**src/rtl/dino_params.svh**
```systemverilog
`ifndef DINO_PARAMS_SVH
`define DINO_PARAMS_SVH

// playfield geometry
`define FIELD_ROWS   8
`define FIELD_COLS   16   // two 8x8 matrices side by side

`define SPAWN_GAP    4    // ticks between new edge columns
`define SCORE_PERIOD 16   // ticks per point

`define LIVES        3
`define DINO_START   0

// xnor lfsr locks up on all ones
`define LFSR_SEED    32'h0000_0001

`endif

```
**src/rtl/dino_pkg.sv**
```systemverilog
`include "dino_params.svh"

package dino_pkg;

    typedef enum logic [1:0] {st_play, st_pause, st_over} game_state_e;

    typedef logic [$clog2(`FIELD_ROWS)-1:0] row_idx_t;
    typedef logic [`FIELD_ROWS-1:0]         col_t;        // bit r is row r
    typedef logic [`FIELD_COLS-1:0]         field_row_t;  // bit 0 is the dino column
    typedef field_row_t [`FIELD_ROWS-1:0]   field_t;
    typedef logic [2:0]                     life_t;
    typedef logic [3:0]                     hex_digit_t;
    typedef logic [6:0]                     seg_t;        // active low

    // obstacle columns, rows 7 down to 0, row 4 always open
    localparam col_t PATTERNS [0:7] = '{
        8'b1110_0000, 8'b0000_1111, 8'b1100_0011, 8'b1110_0000,
        8'b1000_1001, 8'b1000_0111, 8'b1010_0011, 8'b1110_0111
    };

    localparam seg_t SEG_TABLE [0:15] = '{
        7'b1000000, 7'b1111001, 7'b0100100, 7'b0110000,
        7'b0011001, 7'b0010010, 7'b0000010, 7'b1111000,
        7'b0000000, 7'b0010000, 7'b0001000, 7'b0000011,
        7'b1000110, 7'b0100001, 7'b0000110, 7'b0001110
    };

endpackage

```
**src/rtl/game_if.sv**
```systemverilog
`timescale 1ns/1ps

interface game_if;
    import dino_pkg::*;

    logic     run;        // high in st_play, one tick per cycle
    row_idx_t dino_row;
    logic     hit;
    col_t     spawn_col;  // zero except on spawn ticks

    modport ctrl  (output run, output dino_row, input hit);

    modport gen   (input run, output spawn_col);

    modport field (input run, input dino_row, input spawn_col, output hit);

    // score and scan side
    modport disp  (input run, input dino_row);

endinterface

```
**src/rtl/game_ctrl.sv**
```systemverilog
`timescale 1ns/1ps
`include "dino_params.svh"

module game_ctrl (
    input  logic            unit_clk,
    input  logic            restart,
    input  logic            i_stop,
    input  logic            i_up,
    input  logic            i_down,
    game_if.ctrl            gif,
    output dino_pkg::life_t o_life
);
    import dino_pkg::*;

    localparam row_idx_t TOP_ROW = row_idx_t'(`FIELD_ROWS - 1);

    game_state_e state;
    row_idx_t    dino_row;
    life_t       lives;

    always_ff @(posedge unit_clk or negedge restart)
    begin
        if (!restart)
        begin
            state    <= st_play;
            dino_row <= row_idx_t'(`DINO_START);
            lives    <= life_t'(`LIVES);
        end
        else if (state != st_over)  // over holds until restart
        begin
            if (state == st_play)
            begin
                // up has priority over down
                if (i_up)
                begin
                    if (dino_row != TOP_ROW)
                        dino_row <= dino_row + 1'b1;
                end
                else if (i_down)
                begin
                    if (dino_row != '0)
                        dino_row <= dino_row - 1'b1;
                end
            end

            if (gif.hit)
                lives <= lives - 1'b1;

            if (gif.hit && lives == life_t'(1))
                state <= st_over;     // last life gone
            else if (i_stop)
                state <= st_pause;
            else
                state <= st_play;
        end
    end

    assign gif.run      = (state == st_play);
    assign gif.dino_row = dino_row;
    assign o_life       = lives;

endmodule

```
**src/rtl/obstacle_gen.sv**
```systemverilog
`timescale 1ns/1ps
`include "dino_params.svh"

module obstacle_gen (
    input  logic unit_clk,
    input  logic restart,
    game_if.gen  gif
);
    import dino_pkg::*;

    localparam int GAP_W = $clog2(`SPAWN_GAP);
    localparam logic [GAP_W-1:0] GAP_LAST = GAP_W'(`SPAWN_GAP - 1);

    logic [31:0]      lfsr;
    logic             feedback;
    logic [GAP_W-1:0] gap_cnt;

    // taps 32, 22, 2, 1 counted from one
    assign feedback = lfsr[31] ^~ lfsr[21] ^~ lfsr[1] ^~ lfsr[0];

    always_ff @(posedge unit_clk or negedge restart)
    begin
        if (!restart)
        begin
            lfsr    <= `LFSR_SEED;
            gap_cnt <= '0;
        end
        else if (gif.run)
        begin
            lfsr <= {lfsr[30:0], feedback};
            if (gap_cnt == GAP_LAST)
                gap_cnt <= '0;
            else
                gap_cnt <= gap_cnt + 1'b1;
        end
    end

    // new edge column only on the last tick of each gap
    always_comb
    begin
        if (gap_cnt == GAP_LAST)
            gif.spawn_col = PATTERNS[lfsr[2:0]];
        else
            gif.spawn_col = '0;
    end

endmodule

```
**src/rtl/playfield.sv**
```systemverilog
`timescale 1ns/1ps
`include "dino_params.svh"

module playfield (
    input  logic             unit_clk,
    input  logic             restart,
    game_if.field            gif,
    output dino_pkg::field_t o_field
);
    import dino_pkg::*;

    field_t field;

    // every tick scrolls toward column 0, spawn column enters at the far edge
    always_ff @(posedge unit_clk or negedge restart)
    begin
        if (!restart)
        begin
            field <= '0;
        end
        else if (gif.run)
        begin
            for (int r = 0; r < `FIELD_ROWS; r++)
            begin
                field[r] <= {gif.spawn_col[r], field[r][`FIELD_COLS-1:1]};
            end
        end
    end

    // collision at the dino cell, lives update on the same edge
    assign gif.hit = gif.run & field[gif.dino_row][0];

    assign o_field = field;

endmodule

```
**src/rtl/score_counter.sv**
```systemverilog
`timescale 1ns/1ps
`include "dino_params.svh"

module score_counter (
    input  logic           unit_clk,
    input  logic           restart,
    game_if.disp           gif,
    output dino_pkg::seg_t o_ssd0,
    output dino_pkg::seg_t o_ssd1,
    output dino_pkg::seg_t o_ssd2,
    output dino_pkg::seg_t o_ssd3
);
    import dino_pkg::*;

    localparam int TICK_W = $clog2(`SCORE_PERIOD);
    localparam logic [TICK_W-1:0] TICK_LAST = TICK_W'(`SCORE_PERIOD - 1);

    logic [TICK_W-1:0] tick_cnt;
    hex_digit_t [3:0]  digits;   // digits[0] is the low digit

    always_ff @(posedge unit_clk or negedge restart)
    begin
        if (!restart)
        begin
            tick_cnt <= '0;
            digits   <= '0;
        end
        else if (gif.run)
        begin
            if (tick_cnt == TICK_LAST)
            begin
                tick_cnt <= '0;
                // carry ripples through all four digits, ffff wraps to 0000
                digits   <= digits + 16'd1;
            end
            else
            begin
                tick_cnt <= tick_cnt + 1'b1;
            end
        end
    end

    assign o_ssd0 = SEG_TABLE[digits[0]];
    assign o_ssd1 = SEG_TABLE[digits[1]];
    assign o_ssd2 = SEG_TABLE[digits[2]];
    assign o_ssd3 = SEG_TABLE[digits[3]];

endmodule

```
**src/rtl/matrix_scan.sv**
```systemverilog
`timescale 1ns/1ps
`include "dino_params.svh"

module matrix_scan (
    input  logic             unit_clk,
    input  logic             restart,
    game_if.disp             gif,
    input  dino_pkg::field_t i_field,
    output logic [7:0]       o_dot_row,
    output logic [7:0]       o_dot_col1,
    output logic [7:0]       o_dot_col2
);
    import dino_pkg::*;

    localparam int HALF = `FIELD_COLS / 2;

    row_idx_t scan_row;

    // free running, state does not matter here
    always_ff @(posedge unit_clk or negedge restart)
    begin
        if (!restart)
        begin
            scan_row   <= '0;
            o_dot_row  <= '1;   // nothing lit
            o_dot_col1 <= '0;
            o_dot_col2 <= '0;
        end
        else
        begin
            o_dot_row  <= ~(8'h80 >> scan_row);   // active low select
            o_dot_col1 <= i_field[scan_row][HALF-1:0]
                          | ((scan_row == gif.dino_row) ? 8'h01 : 8'h00);
            o_dot_col2 <= i_field[scan_row][`FIELD_COLS-1:HALF];
            scan_row   <= scan_row + 1'b1;
        end
    end

endmodule

```
**src/rtl/dino_game_top.sv**
```systemverilog
`timescale 1ns/1ps

module dino_game_top (
    input  logic            unit_clk,
    input  logic            restart,
    input  logic            i_stop,
    input  logic            i_up,
    input  logic            i_down,
    output dino_pkg::life_t o_life,
    output dino_pkg::seg_t  o_ssd0,
    output dino_pkg::seg_t  o_ssd1,
    output dino_pkg::seg_t  o_ssd2,
    output dino_pkg::seg_t  o_ssd3,
    output logic [7:0]      o_dot_row,
    output logic [7:0]      o_dot_col1,
    output logic [7:0]      o_dot_col2
);
    import dino_pkg::*;

    field_t field;

    game_if gif ();

    game_ctrl u_ctrl (
        .unit_clk (unit_clk),
        .restart  (restart),
        .i_stop   (i_stop),
        .i_up     (i_up),
        .i_down   (i_down),
        .gif      (gif.ctrl),
        .o_life   (o_life)
    );

    obstacle_gen u_gen (
        .unit_clk (unit_clk),
        .restart  (restart),
        .gif      (gif.gen)
    );

    playfield u_field (
        .unit_clk (unit_clk),
        .restart  (restart),
        .gif      (gif.field),
        .o_field  (field)
    );

    score_counter u_score (
        .unit_clk (unit_clk),
        .restart  (restart),
        .gif      (gif.disp),
        .o_ssd0   (o_ssd0),
        .o_ssd1   (o_ssd1),
        .o_ssd2   (o_ssd2),
        .o_ssd3   (o_ssd3)
    );

    matrix_scan u_scan (
        .unit_clk   (unit_clk),
        .restart    (restart),
        .gif        (gif.disp),
        .i_field    (field),
        .o_dot_row  (o_dot_row),
        .o_dot_col1 (o_dot_col1),
        .o_dot_col2 (o_dot_col2)
    );

endmodule

```
**config.mk**
```make
export PLATFORM = sky130hd
export DESIGN_NAME = dino_game_top
export DESIGN_NICKNAME = d
export VERILOG_FILES = /design/src/rtl/dino_pkg.sv /design/src/rtl/game_if.sv /design/src/rtl/game_ctrl.sv /design/src/rtl/obstacle_gen.sv /design/src/rtl/playfield.sv /design/src/rtl/score_counter.sv /design/src/rtl/matrix_scan.sv /design/src/rtl/dino_game_top.sv
export VERILOG_INCLUDE_DIRS = /design/src /design/src/rtl
export SDC_FILE = /design/constraint.sdc
export NUM_CORES = 1
export LEC_CHECK = 0
export BUFFER_PORTS_ARGS = -buffer_cell sky130_fd_sc_hd__buf_2
export CAP_MARGIN = 5
export CELL_PAD_IN_SITES_DETAIL_PLACEMENT = 0
export CELL_PAD_IN_SITES_GLOBAL_PLACEMENT = 1
export CORE_ASPECT_RATIO = 0.8
export CORE_MARGIN = 1
export CORE_UTILIZATION = 40
export DETAILED_ROUTE_END_ITERATION = 8
export PLACE_DENSITY = 0.71
export SETUP_SLACK_MARGIN = 0.05
export SLEW_MARGIN = 20
export SYNTH_ARGS = -nofsm -noshare
export SYNTH_HDL_FRONTEND = slang
export SYNTH_SLANG_ARGS = --single-unit
```
**constraint.sdc**
```tcl
create_clock -name unit_clk -period 3.5 [get_ports unit_clk]
set_input_delay 1.05 -clock unit_clk [delete_from_list [all_inputs] [get_ports unit_clk]]
set_output_delay 1.05 -clock unit_clk [all_outputs]
set_load 0.02 [all_outputs]
```
==> results.txt <==
----------------------------------------------------
[Yosys]
  Compound-gate portion of the synthesized area ... 5.38%
  Post-Syn Area ... 9630 µm²
  Synthesized-area fraction occupied by and/or/nand/nor cells ... 22.7%
  Main combinational cell family by area after synthesis ... simple AND/OR/NAND/NOR gates
  Count of mapped cells out of synthesis ... 1020
  Number of nets produced by synthesis ... 1062
  Area share of xor/xnor cells in the synthesized design ... 2.36%
  Mux cell area share after synthesis ... 8.52%
  Flip-flop cell with the highest count after synthesis ... sky130_fd_sc_hd__dfrtp_1
  Adder and majority gate portion of the synthesized area ... 4.89%
  Synthesis Warnings ... 0
  Synth top area share ... 49.4%
  Number of enable-type register cells in the synthesized netlist ... 0
  Average footprint of a synthesized cell ... 9.44 µm²
  Part of the Yosys area used for sequential elements ... 52.4%
  Cell type with the largest total area after synthesis ... sky130_fd_sc_hd__dfrtp_1
  Top cells by area in the synthesized netlist ... sky130_fd_sc_hd__dfrtp_1, sky130_fd_sc_hd__nand2_1, sky130_fd_sc_hd__mux4_2
  Async set-reset flop share out of synthesis ... 100%
  Yosys cell types ... 51
  Number of storage elements in the synthesis netlist ... 201

[Cells and area]
  Commonest cells after routing, fill and taps aside ... sky130_fd_sc_hd__nand2_1, sky130_fd_sc_hd__dfrtp_1, sky130_fd_sc_hd__buf_2, sky130_fd_sc_hd__nor2_1, sky130_fd_sc_hd__ha_1
  Total non-filler cell area in the finished layout ... 10900 µm²
  Final #Nets ... 1100
  Total inserted antenna cells ... 0
  Most common library cell in the layout ignoring fill and taps ... sky130_fd_sc_hd__nand2_1
  Area growth, synth to finish ... 13.7%
  Share of cells above drive strength 1 ... 16.0%

[GRT]
  First-pass GRT wire length ... 34200 µm
  Vias in the first global route ... 6580
  Total global routing overflow ... 0
  Initial antenna violation count ... 0
  Maximum number of pins on one net before global-route repair ... 107
  Total routing resource utilization after global routing ... 16.7%

[STA]
  Maximum achievable frequency ... 309 MHz
  Slew Limit Headroom ... 45.9%
  Final critical delay including setup and external delays ... 3.23 ns
  Final clock period utilization by the worst path ... 92.4%
  Final-report setup violation count ... 0
  Final clock skew ... 0.0110 ns
  Number of max-slew violations in the final report ... 0
  Unrepaired setup endpoints after global routing ... false
  Final sum of negative setup slack ... 0 ns
  Measured slew at the worst slew-check pin ... 0.808 ns
  Count of final hold-check violations ... 0

[Floorplanning]
  I/O pin count ... 60
  Cell Rows ... 50
  Chip height ... 141 µm
  Die footprint ... 24700 µm²
  Die span in x ... 175 µm
  Area inside the core boundary ... 23500 µm²
  Initial Util ... 40.9%

[Power]
  P per Cell Area ... 748 nW/µm²
  Static Leakage ... 0.00560 µW
  Peak ir drop on the vdd network ... 0.310 mV

[Detailed routing]
  Initial detailed-routing violation count ... 537
  Count of antenna-violating nets left after detailed routing ... 0
  Detailed-routing iteration count for the pre-antenna-repair pass ... 5
  DRC viols ... 0
  Final wirelength ... 19700 µm
  Routed wire per std cell ... 14.2 µm
  DR vias/cell ... 4.87
  Via total after detailed routing ... 6754

[Clock tree]
  Total clock buffers created by CTS ... 22
  Clk slew on worst S/H paths ... 0.06 ns
  Total number of clock tree sinks ... 201
  CTS Hold Bufs ... 0
  Insertion delay of the later-clocked pin in the worst-skew pair ... 0.50 ns
  CTS Buffer Depth ... 3
  Clock tree from TritonCTS ... built
  H-tree depth ... 1
  Root buffer cell ... sky130_fd_sc_hd__clkbuf_16
  Number of instances resized during post-cts repair ... 0
  Setup bufs post-CTS ... 0

[Setup path]
  Critical Path AT ... 2.18 ns
  Critical Setup Path Class ... reg2out
  Startpoint Class ... flop
  Largest fanout of any net on the critical path ... 6
  Launch point of the worst reg-to-reg path ... u_scan.scan_row[0]$_DFF_PN0_
  Required time at the worst-slack endpoint ... 2.45 ns
  Beginning of the critical path ... u_score.digits[13]$_DFFE_PN0P_
  Endpoint class of the critical path ... primary output

[Placement]
  Number of buffer cells added on primary ports ... 59
  Weighted congestion at the end of routability-driven global placement ... 0.806
  Placed standard-cell area ... 10200 µm²
  Final HPWL DP ... 12300 µm

[Outcome]
  Outcome ... finished clean

[Hold path]
  Hold wc startpoint ... u_gen.lfsr[14]$_DFFE_PN0N_
  Min-Delay Path Class ... reg2reg

[Job]
  Max-capacitance violation count ... 0

----------------------------------------------------
cell families after synthesis:
group | count (synthesis)
xor gates and xnor gates | 26
AOI/OAI and AO/OA | 75
muxes | 53
adders and majority gates | 37
DFF | 201
and+or+nand+nor | 540
buffers and inverters | 88
cells in the mapped netlist, drive strengths merged, types with 2 or more instances:
| library cell | number |
|---|---|
| a32o | 2 |
| o22ai | 4 |
| dfstp | 11 |
| ha | 36 |
| xnor2 | 18 |
| xor2 | 8 |
| and2 | 3 |
| clkbuf | 31 |
| mux4 | 21 |
| inv | 29 |
| nand2 | 436 |
| nor2 | 56 |
| nand2b | 2 |
| o31ai | 3 |
| or2 | 2 |
| o211ai | 3 |
| a221oi | 16 |
| mux2i | 13 |
| nor3 | 11 |
| nor2b | 8 |
| nor4 | 3 |
| mux2 | 19 |
| nand4 | 5 |
| a21oi | 10 |
| a22o | 8 |
| dfrtp | 190 |
| or3 | 4 |
| o21ai | 24 |
| nand3 | 5 |
| buf | 27 |
layout make-up:
cell class,count,area [µm²]
fillers,2299,12600
flip-flops and latches,201,5040
multi-input cells,731,4240
clock buffers,39,716
repair buffers,72,439
well taps,312,390
inverters,30,113
clock inverters,1,8.76
per-layer routing:
layer,share of wire (%),up-vias,GRT usage (%)
met5,0,-,0
met2,42,87,24.2
met4,1.8,0,3.43
met3,3.1,25,2.29
met1,53,3260,26.4
li1,-,3382,-
state kept, by name (all words and copies together), names as in the netlist:
signal,flops
u_field.o_field,112
u_gen.lfsr,32
u_score.digits,16
u_scan.o_dot_col1,8
u_scan.o_dot_col2,8
u_scan.o_dot_row,8
u_score.tick_cnt,4
u_ctrl.gif.dino_row,3
u_ctrl.o_life,3
u_scan.scan_row,3
u_ctrl.state,2
u_gen.gap_cnt,2
power breakdown:
part	internal, µW	switching (µW)
registers	3170	661
clock network	1380	894
logic	845	1240
critical path: stages, from the launching register on:
cell,delay (ns)
sky130_fd_sc_hd__dfrtp_1,0.44
sky130_fd_sc_hd__inv_1,0.18
sky130_fd_sc_hd__ha_1,0.26
sky130_fd_sc_hd__nor2b_1,0.08
sky130_fd_sc_hd__or3b_2,0.45
sky130_fd_sc_hd__o21ai_0,0.09
sky130_fd_sc_hd__buf_2,0.19
through the flow:
| step | setup WS (ns) | instances | hold slack (ns) | total power (µW) | util [%] |
|---|---|---|---|---|---|
| finish | 0.267 | 1386 | 0.460 | 8190 | 46.5 |
| global route | 0.125 | 1386 | 0.495 | 8820 | 46.5 |
| CTS | 0.243 | 1386 | 0.465 | 8300 | 46.5 |
| detailed placement | 0.773 | 1346 | 0.448 | 5980 | 43.5 |
| global placement | 0.839 | 1346 | 0.447 | 5950 | 43.5 |
| floorplan | 0.928 | 1020 | 0.439 | 5330 | - |
final timing paths:
check	to	cells after the start	slack, ns
worst max-delay path	o_ssd3[0]	6	0.27
worst min-delay path	u_gen.lfsr[15]$_DFFE_PN0N_	2	0.46
worst max register to register	u_scan.o_dot_col1[0]$_DFF_PN0_	4	1.24
worst min register to register	u_gen.lfsr[15]$_DFFE_PN0N_	2	0.46
max in group asynchronous	u_scan.o_dot_row[1]$_DFF_PN1_	2	2.20
min in group asynchronous	u_score.digits[11]$_DFFE_PN0P_	1	0.51
No activity file was read; power rests on OpenSTA's default activity.
